==> src/source/conv_data_pkg.sv <==
// convolution data package with sample and accumulator types and channel parallelism
package conv_data_pkg;

	// feature map sample or kernel weight
	typedef logic signed [15:0] sample_t;

	// product, channel sum, partial sum or bias that wraps on overflow
	typedef logic signed [31:0] acc_t;

	// input channels handled per tap
	localparam int FIN_PAR = 3;

	// output channels handled per tap
	localparam int FOUT_PAR = 2;

endpackage

==> src/source/channel_sum.sv <==
// channel adder that sums input channels, adds bias or partial sum, ReLU on the last row
`timescale 1ns/100ps

module channel_sum
	import conv_data_pkg::*;
(
	input  logic clk,
	input  logic rst_n,
	input  logic mac_done,
	input  acc_t mac_f0_c0,
	input  acc_t mac_f0_c1,
	input  acc_t mac_f0_c2,
	input  acc_t mac_f1_c0,
	input  acc_t mac_f1_c1,
	input  acc_t mac_f1_c2,
	input  acc_t bias_0,
	input  acc_t bias_1,
	input  acc_t psum_0,
	input  acc_t psum_1,
	input  logic first_win_row,
	input  logic win_row_last,
	output logic psum_pop,
	output logic psum_push,
	output acc_t sum_0,
	output acc_t sum_1,
	output logic sum_vld,
	output logic fout_vld,
	output acc_t fout_ch0,
	output acc_t fout_ch1
);

	acc_t chan_0;
	acc_t chan_1;
	acc_t base_0;
	acc_t base_1;

	// negative results clamp to zero
	function automatic acc_t relu(input acc_t val);
		return val[31] ? '0 : val;
	endfunction

	assign chan_0 = mac_f0_c0 + mac_f0_c1 + mac_f0_c2;
	assign chan_1 = mac_f1_c0 + mac_f1_c1 + mac_f1_c2;

	// bias starts a window, later rows continue from the stored partial
	assign base_0 = first_win_row ? bias_0 : psum_0;
	assign base_1 = first_win_row ? bias_1 : psum_1;

	assign psum_pop  = mac_done && !first_win_row;	// head consumed while it is added
	assign psum_push = sum_vld && !win_row_last;

	always_ff @(posedge clk or negedge rst_n)
	begin
		if (!rst_n)
		begin
			sum_vld  <= 1'b0;
			fout_vld <= 1'b0;
		end
		else
		begin
			sum_vld  <= mac_done;
			fout_vld <= sum_vld && win_row_last;
		end
	end

	always_ff @(posedge clk)
	begin
		if (mac_done)
		begin
			sum_0 <= base_0 + chan_0;
			sum_1 <= base_1 + chan_1;
		end
		if (sum_vld && win_row_last)
		begin
			fout_ch0 <= relu(sum_0);
			fout_ch1 <= relu(sum_1);
		end
	end

endmodule

==> config.mk <==
export PLATFORM = sky130hd
export DESIGN_NAME = channel_sum
export DESIGN_NICKNAME = d
export VERILOG_FILES = /design/src/source/conv_data_pkg.sv /design/src/source/channel_sum.sv
export SDC_FILE = /design/constraint.sdc
export NUM_CORES = 1
export LEC_CHECK = 0
export ABC_AREA = 0
export BUFFER_PORTS_ARGS = -buffer_cell sky130_fd_sc_hd__buf_2
export CAP_MARGIN = 15
export CORE_AREA = 4 4 175 177
export CTS_CLUSTER_SIZE = 14
export DETAILED_ROUTE_END_ITERATION = 10
export DIE_AREA = 0 0 179 181
export PLACE_DENSITY = 0.71
export SYNTH_ARGS = -nofsm -noshare
export SYNTH_HDL_FRONTEND = slang
export SYNTH_SLANG_ARGS = --single-unit
export TNS_END_PERCENT = 30
==> constraint.sdc <==
create_clock -name clk -period 2.3 [get_ports clk]
set_clock_uncertainty 0.15 [all_clocks]
set_input_delay 0.345 -clock clk [delete_from_list [all_inputs] [get_ports clk]]
set_output_delay 0.345 -clock clk [all_outputs]
set_load 0.02 [all_outputs]
==> results by stage, run 1 <==
Run status:
- The flow ran to the end, but the final reports show violations.
- The final reports fail on setup timing.

Synthesis:
- The count of different cell masters after synthesis is 59.
- For this run, the number of Yosys warnings is 0.
- The average cell area after synthesis is 10.29 µm².
- Sequential elements use 32.55% of the synthesized area.
- Yosys mapped a number of flops with a built-in enable equal to 126.
- The cell area that synthesis handed to floorplanning was 0.01178 mm².
- Ranked by instance count, the synthesized netlist is headed by inv_1 (301), edfxtp_1 (126), fa_1 (124).
- After synthesis, the largest area contributor takes up 32.12% of total cell area.
- The gate count of the mapped netlist is 1,145.
- After synthesis, the cell types taking the most area are edfxtp_1 (32%), fa_1 (21%), inv_1 (9.6%), ha_1 (6.6%), mux2i_1 (4.8%).
- The synthesized flop and latch total is 128.
- The async set or reset register ratio after synthesis is 1.563%.
- The most common cell in the synthesized netlist is inv_1.
- The largest area contributor in the synthesized netlist is edfxtp_1.
- The leading register cell type out of synthesis is edfxtp_1.

Placement:
- The sum of net half-perimeters after detailed placement is 29.37 mm.
- The final estimated routing congestion in global placement is 0.9174.
- In this run the tool buffered the top-level ports with 454 buffer cells.
- The total cell area at the placement stage is 0.01598 mm².

Power and ir drop:
- The leakage power summed over all cells is 0.008918 µW.
- Of the total power, the share spent switching nets is 40.22%.
- The peak supply drop is 0.4482 mV.
- The reported net switching power is 7337 µW.
- The power density over the cells is 1047 mW/mm².
- Of the total power, the clock network draws 15.9%.
- The relative contribution of sequential cells to total power is 23.4%.
- The combinational fraction of design power is 60.7%.
- The internal power of the cells totals 10,910 µW.

Floorplan:
- In this run the horizontal extent of the chip is 179 µm.
- In this run the core area contains 63 standard-cell rows.
- The floorplan step defined a core boundary enclosing 0.02924 mm².
- The total die area is 0.03240 mm².
- For this design the top-level I/O count stands at 457.
- The die span in y is 181 µm.
- The effective utilization at floorplan is 40.28%.

Finish:
- Once layout is complete, the utilization of the core stands at 59.61%.
- The post-layout net count is 2,313.
- In the final layout, the share of cells above drive strength 1 is 45.84%.
- After routing the design area is 0.01743 mm².
- The area growth from synthesis to final layout is 47.99%.

Setup path:
- The largest individual stage delay along the critical path comes from the cell fa_1.
- The number of cells on the worst reg-to-reg path is 2.
- STA classifies the critical path endpoint as a flip-flop.
- The critical path's top delay family is adder cells.
- In this design, the stage delay of the slowest critical-path cell is 0.57 ns.
- The required time of the critical path is 2.31 ns.
- The end of the worst register-to-register path is fout_ch1[9].
- The source of the critical timing path is mac_f1_c0[1].
- The sort of element at the start of the critical path is a primary input.
- Walking the worst path, the cells encountered are buf_6 -> fa_1 -> inv_1 -> fa_1 -> inv_1 -> ha_2 -> fa_2 -> a211oi_4 -> o21ai_2 -> a21oi_2 -> o21ai_2 -> a221oi_2 -> o21ai_1 -> xor2_1.
- For the worst setup path, the data arrival time is 3.37 ns.
- In this run the worst path has a maximum fanout of 2.
- In this run the critical register-to-register path is launched from sum_1[31].
- The critical path runs through a total of 14 cells.
- The category of the critical setup timing path is in -> reg.
- The capturing element of the worst setup path is sum_1[25].
- The worst-case register-to-register setup slack is 0.84 ns.
- Together, buffers and inverters on the worst path number 3.

STA:
- At the pin with the least slew margin, the transition time is 0.5009 ns.
- The count of final hold-check violations is 0.
- The count of pins over their slew limit is 0.
- Setup repair after global routing could not meet its margin everywhere.
- The number of endpoints failing setup at the final stage is 56.
- The maximum frequency from static timing analysis is 297.7 MHz.
- The minimum clock period is 3.359 ns.
- The part of the cycle the worst path needs is 146.0%.
- The post-layout worst setup margin is -1.059 ns.
- Headroom to the max-slew limit came out at 66.61%.

Routing:
- The first-pass iteration count of the detailed router is 5.
- Dividing the detail-routed wire length by the instance count gives 16.21 µm.
- The count of vias placed by the detailed router is 10,414.
- In this run the remaining antenna-violating nets after routing total 0.
- The routed wire length is 35.77 mm.
- The per-cell via count in the routed design is 4.721.
- For this block, the initial DRC count from the detailed router was 459.
- The DRC violation count after routing is 0.

Clocking:
- The clock insertion delay at the later pin of the skew report is 0.43 ns.
- The H-tree depth reported by CTS is 4.
- The root buffer cell is clkbuf_16.
- Counting along the longest clock path gives a buffer depth of 2.
- TritonCTS created 17 clock buffers.
- CTS saw 128 sinks.
- The clock-pin slew on the worst setup and hold paths is 0.06 ns.
- The CTS tree is done.

Global routing:
- The largest net degree at the start of global routing is 66.
- The number of global-route vias before repair came to 10,889.
- The wire length of the first global-routing pass is 54.57 mm.
- Global routing used 21.45% of the available tracks.
- The number of antenna violations at the first check in global routing is 1.
- The total overflow left after global routing is 0.

Hold path:
- The path class of the lowest-slack min-delay path is in -> async.

Flow run:
- The tool flagged a number of max-cap violations equal to 0.
-- routing by layer --
| metal | routed length [µm] | GRT usage (%) | part of all wire [%] | vias up |
|---|---|---|---|---|
| li1 | - | - | - | 5008 |
| met5 | 0 | 0 | 0 | - |
| met1 | 13930 | 26.43 | 39 | 4982 |
| met3 | 2329 | 3.725 | 6.5 | 55 |
| met4 | 749 | 5.772 | 2.1 | 0 |
| met2 | 18760 | 38.50 | 52 | 369 |
-- placed cells by master, fill, tap and decap left out, types with 12 or more instances in the layout --
master     Yosys  routed
nand2_1       40      38
ha_4           0      15
mux2i_1       57      46
ha_1          62      40
clkbuf_16      0      17
nor2_1        35      32
buf_6          2      14
o21ai_2        0      12
edfxtp_1     126     126
xnor2_1       39      35
fa_1         124     118
a21oi_1       52      34
o21ai_1       15      17
buf_2          2     449
nor2b_1       67      66
a21o_1        14      14
buf_4          4     191
inv_1        301     291
o21ai_0       31      17
a21oi_2        2      18
o21bai_1      12      12
xor2_1        26      25
-- worst reg2reg max path, stage by stage (launching register included) --
cell and delay [ns]:
edfxtp_1 0.66, buf_4 0.32, nor2b_1 0.08
-- cell families after synthesis --
kind of cell	Yosys count	share of synthesized area, %
buffers and inverters	325	10.64
flip-flops	128	32.55
adder cells (fa/ha/maj)	186	27.66
other	1	0.03184
multiplexers	65	5.609
AND/OR/NAND/NOR	204	9.072
XOR/XNOR	65	4.833
AO/OA/AOI/OAI	171	9.603
-- registers in the layout (all words and copies together) (netlist names) --
name      flops
fout_ch0     31
fout_ch1     31
fout_vld      1
sum_0        32
sum_1        32
sum_vld       1
-- power by group through the flow --
| stage | Clock (µW) | Sequential, µW | Combinational, µW |
|---|---|---|---|
| after floorplan | 0 | 5050 | 4970 |
| after global placement | 0 | 4320 | 9640 |
| after detailed placement | 0 | 4320 | 9870 |
| after CTS | 2950 | 4280 | 10500 |
| after global routing | 3070 | 4360 | 12100 |
| final | 2900 | 4280 | 11100 |
-- area by class of cell --
type | count | area, µm²
clock buffer | 18 | 429.2
inverter | 301 | 1132
timing repair buffer | 661 | 3971
tap | 390 | 488.0
clock inverter | 14 | 187.7
multi-input combinational | 693 | 7387
antenna | 1 | 2.502
fill | 2431 | 11810
sequential | 128 | 3834
-- how the worst min path moves through the flow --
| stage | startpoint | endpoint | slack, ns | depth (start not counted) |
|---|---|---|---|---|
| after floorplan | rst_n | fout_vld | -0.10 | 0 |
| after global placement | rst_n | sum_vld | -0.02 | 1 |
| after detailed placement | rst_n | fout_vld | -0.02 | 1 |
| after CTS | rst_n | fout_vld | 0.08 | 2 |
| after global routing | rst_n | sum_vld | 0.1 | 2 |
| final | rst_n | fout_vld | 0.10 | 2 |
-- timing repair --
item,CTS,global route
buffers inserted,10,11
hold buffers,1,0
endpoints found under the hold margin,2,0
pin swaps,32,40
cloned,1,0
gates resized for setup,83,69
endpoints found under the setup margin,58,58
-- metrics by stage --
| step | power [µW] | TNS, ns | setup WS (ns) | instances | hold WS, ns |
|---|---|---|---|---|---|
| 2_1_floorplan | 10020 | -61.29 | -1.187 | 1146 | -0.1006 |
| 3_3_place_gp | 13960 | -71.01 | -1.590 | 2155 | -0.01955 |
| 3_5_place_dp | 14190 | -72.49 | -1.622 | 2155 | -0.01927 |
| 4_1_cts | 17690 | -38.52 | -1.015 | 2197 | 0.08455 |
| 5_1_grt | 19550 | -45.80 | -1.184 | 2206 | 0.09571 |
| 6_report | 18240 | -41.14 | -1.059 | 2206 | 0.1038 |
No activity file was read; power rests on OpenSTA's default activity.
==> run 2, diff against run 1 <==
--- a/config.mk
+++ b/config.mk
@@ -5,14 +5,14 @@
 export SDC_FILE = /design/constraint.sdc
 export NUM_CORES = 1
 export LEC_CHECK = 0
-export ABC_AREA = 0
+export ABC_AREA = 1
 export BUFFER_PORTS_ARGS = -buffer_cell sky130_fd_sc_hd__buf_2
 export CAP_MARGIN = 15
-export CORE_AREA = 4 4 175 177
+export CORE_AREA = 4 4 174 176
 export CTS_CLUSTER_SIZE = 14
 export DETAILED_ROUTE_END_ITERATION = 10
-export DIE_AREA = 0 0 179 181
-export PLACE_DENSITY = 0.71
+export DIE_AREA = 0 0 178 180
+export PLACE_DENSITY = 0.78
 export SYNTH_ARGS = -nofsm -noshare
 export SYNTH_HDL_FRONTEND = slang
 export SYNTH_SLANG_ARGS = --single-unit
==> run 2 against run 1 <==
Compared with the run above: the run still ends with setup timing left; sequential power down 1%; count of clock-buffer cells in the layout up 1; utilization up 7.7 points; die area down 1.1%; critical path type unchanged; largest power group unchanged.
==> results by stage, run 2 <==
Setup path:
- For the worst setup path, the data arrival time is 2.74 ns.
- The critical path in this run is classified as in -> reg.
- The capturing element type of the critical path is a flip-flop.
- STA puts the critical path data required time at 2.32 ns.
- The end of the worst register-to-register path is fout_ch1[11].
- The critical path goes through buf_6 -> fa_1 -> inv_2 -> fa_1 -> inv_2 -> ha_4 -> fa_2 -> nand3_2 -> nand3_4 -> nand3_4 -> nand3_4 -> nand2_2 -> nand2_1 -> nand2_1 -> nand2_1.
- The biggest cell delay along the critical path is 0.56 ns.
- Along the worst path, the maximum fanout reaches 3.
- The worst register-to-register path begins at sum_1[31].
- The number of buffers and inverters on the critical path is 3.
- In this design, the largest share of critical-path delay is due to adder cells.
- The sort of element at the start of the critical path is a primary input.
- Across all register-to-register paths, the minimum setup slack is 0.83 ns.
- The number of cells on the worst reg-to-reg path is 2.
- The slowest cell on the critical path is fa_1.

Floorplan:
- The die is 180 µm tall.
- The boundary pin count is 457.
- The effective utilization at floorplan is 46.58%.
- The x dimension of the die is 178 µm.
- The floorplan has 62 rows.
- The floorplan core area is 0.02863 mm².
- The total die area is 0.03204 mm².

Run status:
- The checks that failed: setup timing.
- The run finished, with violations left.

Routing:
- The count of nets left with antenna violations once routing finished came out at 0.
- The first detailed-routing pass took 6 iterations.
- The per-cell via count in the routed design is 4.694.
- The count of vias placed by the detailed router is 12,729.
- Dividing the detail-routed wire length by the instance count gives 15.54 µm.
- The count of routing violations after the opening detailed-route iteration is 759.
- For this block, the routed nets add up to 42.15 mm of wire.
- After detailed routing, the number of remaining DRC violations is 0.

Clocking:
- No sink is reached through more buffers than the 2 on the longest clock path.
- The CTS tree is done.
- The clock-pin slew on the worst setup and hold paths is 0.07 ns.
- The H-tree was split into 4 levels.
- The number of CTS-inserted buffers is 17.
- The root buffer cell is clkbuf_16.
- The later pin in the worst-skew pair is clocked with a latency of 0.42 ns.
- The clock drives 128 sinks.

Synthesis:
- The share of synthesized cell area in and, or, nand and nor gates is 20.71%.
- The share of the synthesized area in compound gates (AO/OA/AOI/OAI) is 1.952%.
- After synthesis, the largest family of logic cells by area is adder cells.
- By area the synthesized netlist is led by edfxtp_1 (28%), fa_1 (19%), inv_1 (16%), nand2_1 (13%), ha_1 (5.8%).
- The most common cell in the synthesized netlist is inv_1.
- Of the post-synthesis cell area, the part taken by muxes is 4.729%.
- The sequential share of the synthesized area is 28.75%.
- The xor and xnor fraction of the mapped netlist area is 2.496%.
- The average cell area after synthesis is 7.663 µm².
- Yosys mapped a number of flops with a built-in enable equal to 126.
- Summing every instance area after synthesis gives 0.01333 mm².
- After technology mapping, the gate count stands at 1,740.
- Counting flops and latches in the post-synthesis netlist gives 128.
- The synthesized design spends more area on one cell type than any other, namely edfxtp_1.
- The async set or reset register ratio after synthesis is 1.563%.
- By count the netlist is led by inv_1 (566), nand2_1 (448), nor2_1 (144).
- The share of Yosys cell area claimed by the top area cell type is 28.38%.
- In this run, distinct cell masters in the synthesized netlist total 26.
- During synthesis, Yosys emitted a total of 0 warnings.
- The leading register cell type out of synthesis is edfxtp_1.
- The adder and majority gate portion of the synthesized area is 24.43%.

STA:
- For this run, the top clock speed supported by timing is 367.4 MHz.
- Headroom to the max-slew limit came out at 63.86%.
- The post-layout worst setup margin is -0.4219 ns.
- The part of the cycle the worst path needs is 118.3%.
- For the pin with the worst max-slew slack, the measured transition is 0.5421 ns.
- Setup violations remaining at the end of the flow were counted as 58.
- Setup repair after global routing could not meet its margin everywhere.
- The routed design could run at a clock period as short as 2.722 ns.
- The count of final hold-check violations is 0.
- The count of pins over their slew limit is 0.

Placement:
- During placement, the flow inserted port buffers numbering 454.
- The total cell area at the placement stage is 0.01749 mm².
- The final estimated routing congestion in global placement is 0.9823.
- Detailed placement finished with a half-perimeter wire length of 33.12 mm.
- OpenSTA, run right after detailed placement, puts the worst setup slack at -0.9072 ns.

Power and ir drop:
- The relative contribution of sequential cells to total power is 22.3%.
- The net switching share of the total power is 46.30%.
- The worst-case IR drop observed on VDD is 0.5934 mV.
- The leakage power summed over all cells is 0.01100 µW.
- The power density over the cells is 982.4 mW/mm².
- The combinational fraction of design power is 63.4%.
- The clock network is responsible for 14.3% of the overall power.
- The completed layout was analyzed and its total power is 18,920 µW.
- Summed over all nets, the switching power comes to 8759 µW.
- The internal power of the cells totals 10,160 µW.

Global routing:
- The wire length of the first global-routing pass is 61.86 mm.
- In the global route stage, overall resource usage came out at 24.33%.
- The number of global-route vias before repair came to 12,622.
- The largest net degree at the start of global routing is 66.
- The number of antenna violations at the first check in global routing is 1.
- Summed over all layers, the global routing overflow is 0.

Finish:
- At the end of the flow, the number of nets in the layout was 2,824.
- The area growth from synthesis to layout is 44.42%.
- The largest registers in the layout are sum_0 x32, sum_1 x32.
- The leading cell type in the layout, fill and taps excluded is inv_1.
- Of the cells placed in the final design, the portion with a size suffix greater than 1 is 38.74%.
- Leaving out fill and tap cells, the most frequent cells in the layout are inv_1 (531), buf_2 (445), nand2_1 (368).
- Measured on the finished design, the core utilization comes to 67.27%.
- The cell area after layout is 0.01926 mm².
- The fill cell instance count of the final layout is 2,273.

Hold path:
- The path class of the lowest-slack min-delay path is in -> async.

Flow run:
- The tool flagged a number of max-cap violations equal to 0.
## run 2: cell count changes after synthesis, sizes merged, moves of 11 or more
cell    change
inv       +278
a211oi     -11
nand3      +42
o21ai      -42
xnor2      -35
a21o       -14
a21oi      -18
nand2     +427
nor2      +109
nor2b      -68
## run 2: worst register-to-register path: stages (launching register included)
cell	delay [ns]
edfxtp_1	0.64
buf_4	0.34
nor2_1	0.10
## run 2: how the worst max path moves through the flow
stage / start / to / slack [ns] / cells past startpoint
6_report: mac_f0_c0[1] / sum_0[29] / -0.42 / 15
5_1_grt: mac_f1_c0[1] / sum_1[29] / -0.51 / 15
4_1_cts: mac_f1_c0[1] / sum_1[29] / -0.45 / 15
3_5_place_dp: mac_f1_c0[1] / sum_1[29] / -0.91 / 15
3_3_place_gp: mac_f1_c0[1] / sum_1[29] / -0.85 / 15
2_1_floorplan: mac_f1_c0[1] / sum_1[25] / -0.59 / 14
## run 2: timing repair
| action | 4_1_cts | 5_1_grt |
|---|---|---|
| gates cloned | 3 | 3 |
| gates resized for setup | 87 | 162 |
| hold buffers | 1 | 0 |
| pin swaps | 44 | 64 |
| hold endpoints to repair | 2 | 0 |
| setup buffers | 8 | 9 |
| endpoints found under the setup margin | 56 | 58 |
## run 2: layer usage
metal  share of wire (%)  GRT usage, %  vias up
met3                 7.5         3.845       79
met5                   0             0        -
met2                  52         44.06      500
met4                 3.0         8.168        0
met1                  38         29.22     5953
li1                    -             -     6197
## run 2: cell families (layout without fill, tap and decap cells)
kind of cell	count (synthesis)	count (layout)
AND/OR/NAND/NOR	683	683
buffers and inverters	594	1179
adder cells (fa/ha/maj)	186	186
flip-flops	128	128
multiplexers	62	62
AO/OA/AOI/OAI	48	48
XOR/XNOR	38	38
other	1	4
## run 2: stage by stage
step	TNS [ns]	instances	hold WS, ns
2_1_floorplan	-26.11	1741	-0.1006
3_3_place_gp	-42.82	2655	-0.01922
3_5_place_dp	-45.66	2655	-0.01776
4_1_cts	-17.73	2699	0.08625
5_1_grt	-22.09	2710	0.1031
6_report	-17.45	2712	0.09636
## run 2: area by class of cell
cell class | count | area, µm² | share of cell area (%)
clock inverter | 13 | 131.4 | 0.6822
multi-input combinational | 1019 | 8756 | 45.47
tap | 384 | 480.5 | 2.495
sequential | 128 | 3834 | 19.91
clock buffer | 19 | 442.9 | 2.300
inverter | 579 | 2188 | 11.36
antenna | 2 | 5.005 | 0.02599
timing repair buffer | 568 | 3420 | 17.76
## run 2: power by group through the flow
stage	Sequential, µW	Clock (µW)	Combinational, µW
detailed placement	4260	0	10500
floorplan	4860	0	6030
CTS	4220	2700	11000
global placement	4270	0	10300
finish	4220	2700	12000
global route	4270	2800	13200
==> run 3, diff against run 2 <==
--- a/config.mk
+++ b/config.mk
@@ -13,6 +13,7 @@
 export DETAILED_ROUTE_END_ITERATION = 10
 export DIE_AREA = 0 0 178 180
 export PLACE_DENSITY = 0.78
+export SKIP_LAST_GASP = 1
 export SYNTH_ARGS = -nofsm -noshare
 export SYNTH_HDL_FRONTEND = slang
 export SYNTH_SLANG_ARGS = --single-unit
==> run 3 against run 2 <==
Compared with the run above: the flow still finishes with violations (setup timing); total power shrank 0.52%; count of clock-buffer cells in the layout unchanged; utilization decreased by 0.22 points; critical path depth stayed put; cell area down 0.32%; sequential share of layout area increased by 0.065 points; cell count about the same; combinational power about the same; flip-flop and latch count unchanged; critical path type unchanged; highest routed layer unchanged.
==> results by stage, run 3 (same netlist as run 2, synthesis figures left out) <==
Global routing:
- The first global-routing pass estimated 61.71 mm of wire.
- Global routing consumed, on the met1 layer, 29.10% of the routing resources.
- The number of global-route vias before repair is 12,604.
- The largest net degree at the start of global routing is 66.
- After global routing, the most crowded layer is met2.
- The number of antenna violations at the first check in global routing is 2.
- For met2 alone, demand over resource in global routing was 43.72%.
- For this run, the total global-route usage over all layers was measured as 24.25%.
- The remaining global-route overflow is 0.
- The met3 usage is 4.076%.

Finish:
- The area taken by multi-input logic gates is 0.008701 mm².
- The area taken by flip-flops and latches is 0.003834 mm².
- The post-layout net count is 2,826.
- The number of non-filler instances in the completed layout is 2,714.
- Compared with the post-synthesis result, the final layout area differs by 43.95%.
- The layout has 2,270 filler cells.
- The largest registers in the layout are sum_0 x32, sum_1 x32.
- The leading cell type in the layout, fill and taps excluded is inv_1.
- Leaving out fill and tap cells, the most frequent cells in the layout are inv_1 (533), buf_2 (446), nand2_1 (368).
- Of the cells placed in the final design, the portion with a size suffix greater than 1 is 38.49%.

Hold path:
- The path class of the lowest-slack min-delay path is in -> async.

Routing:
- The count of nets left with antenna violations once routing finished came out at 0.
- After detailed routing, the number of remaining DRC violations is 0.
- The average wire per cell in the routed design is 15.47 µm.
- The routed wire length is 41.99 mm.
- In this run, the number of DRC markers left after iteration 0 of detailed routing was 749.
- The per-cell via count in the routed design is 4.706.
- The pre-antenna-repair detailed-routing pass consisted of 5 iterations.
- The count of vias placed by the detailed router is 12,773.

STA:
- The maximum frequency from static timing analysis is 365.5 MHz.
- The count of pins over their slew limit is 0.
- At the pin with the least slew margin, the transition time is 0.5389 ns.
- The setup TNS is -18.59 ns.
- The post-layout worst setup margin is -0.4361 ns.
- The count of final hold-check violations is 0.
- Setup violations remaining at the end of the flow were counted as 58.
- Headroom to the max-slew limit came out at 64.07%.
- The part of the cycle the worst path needs is 119.0%.
- For the finished layout, the period the worst path requires is 2.736 ns.
- The worst hold slack across all endpoints is 0.1000 ns.
- Setup repair after global routing could not meet its margin everywhere.

Clocking:
- The clock insertion delay at the later pin of the skew report is 0.42 ns.
- The number of CTS-inserted buffers is 17.
- The clock passes through at most 2 buffers.
- Clock tree synthesis selected as its root buffer the cell clkbuf_16.
- The total clock sinks is 128.
- The H-tree depth reported by CTS is 4.
- TritonCTS built the clock tree.
- The clock-pin slew on the worst setup and hold paths is 0.07 ns.

Setup path:
- Walking the worst path, the cells encountered are buf_6 -> fa_1 -> inv_2 -> fa_1 -> inv_2 -> ha_4 -> fa_2 -> nand3_2 -> nand3_4 -> nand3_2 -> nand3_4 -> nand2_2 -> nand2_1 -> nand2_1 -> nand2_1.
- For the worst setup path, the data arrival time is 2.76 ns.
- The sort of element at the start of the critical path is a primary input.
- The most repeated library cell on the critical path is nand2_1.
- The biggest cell delay along the critical path is 0.55 ns.
- In this run the worst path has a maximum fanout of 3.
- The worst setup path is captured at a flip-flop.
- By startpoint and endpoint, the worst setup path is classified as in -> reg.
- For this design, the slowest cell found on the critical path is fa_1.
- STA puts the critical path data required time at 2.32 ns.

Placement:
- The post-placement setup slack is -0.9072 ns.
- The number of cells after detailed placement is 2,655.
- The congestion estimate from routability-driven global placement came to 0.9823.
- After legalization and detailed placement, the total HPWL measured 33.12 mm.
- Buffers placed on the I/O ports in this run total 454.

Floorplan:
- The effective utilization at floorplan is 46.58%.
- The x dimension of the die is 178 µm.
- During I/O placement, the number of pins put on the boundary was 457.
- The total die area is 0.03204 mm².
- Measured along the y axis, the die boundary spans 180 µm.
- The core region is 0.02863 mm².
- The number of rows in the core area is 62.

Power and ir drop:
- The power density over the cells is 980.5 mW/mm².
- In this run the static leakage power is 0.01099 µW.
- The sum of internal, switching and leakage power is 18,820 µW.
- The worst-case IR drop observed on VDD is 0.5852 mV.

Run status:
- The checks that failed: setup timing.
- The flow ran to the end, but the final reports show violations.

Flow run:
- Across the run, the number of max-cap violations was 0.
-- run 3: changes by cell type in the layout (fill, tap and decap cells not counted), moves of 3 or more --
| cell | before | now |
|---|---|---|
| a21oi_1 | 18 | 22 |
| mux2i_1 | 33 | 30 |
| a21oi_2 | 14 | 11 |
| inv_4 | 6 | 1 |
| inv_2 | 42 | 45 |
| ha_1 | 11 | 15 |
-- run 3: metrics by stage --
stage                     cell area, µm²  utilization [%]
after detailed placement           17490            61.09
after CTS                          18480            64.54
after global routing               19190            67.04
after floorplan                    14100                -
after global placement             17490            61.09
final                              19190            67.06
-- run 3: where the power goes --
part,internal (µW),switching [µW]
Sequential,3690,530
Clock,1540,1150
Combinational,4890,7010
Total,10100,8690
-- run 3: routing by layer --
| layer | share of wire [%] | routed length (µm) |
|---|---|---|
| met5 | 0 | 0 |
| met2 | 52 | 21650 |
| met1 | 37 | 15740 |
| met4 | 3.2 | 1350 |
| met3 | 7.7 | 3242 |
-- run 3: layout make-up --
cell class | instances | share of cell area, %
Multi-Input combinational cell | 1019 | 45.33
Sequential cell | 128 | 19.97
Timing Repair Buffer | 570 | 17.84
Inverter | 579 | 11.34
Tap cell | 384 | 2.503
Clock buffer | 19 | 2.308
Clock inverter | 13 | 0.6844
Antenna cell | 2 | 0.02607
-- run 3: path summary, 6_finish.rpt --
path	from	end	slack, ns	depth (start not counted)
setup / recovery	mac_f0_c0[1]	sum_0[29]	-0.44	15
hold / removal	rst_n	fout_vld	0.10	2
setup reg to reg	sum_1[31]	fout_ch1[12]	0.85	2
hold reg to reg	sum_1[3]	fout_ch1[3]	0.41	2
max in group asynchronous	rst_n	sum_vld	1.80	2
min in group clk	psum_1[0]	sum_1[0]	0.22	3
-- run 3: worst max-delay path: cells and delay by family --
family | cells | cell delay (ns)
AND/OR/NAND/NOR | 8 | 0.64
buffers and inverters | 3 | 0.19
adder cells (fa/ha/maj) | 4 | 1.58
-- run 3: timing repair --
item / CTS / global route
gates resized for setup: 72 / 160
endpoints found under the setup margin: 56 / 58
hold buffers: 1 / 0
buffers inserted: 8 / 12
hold endpoints to repair: 2 / 0
pin swaps: 39 / 62
gates cloned: 3 / 3
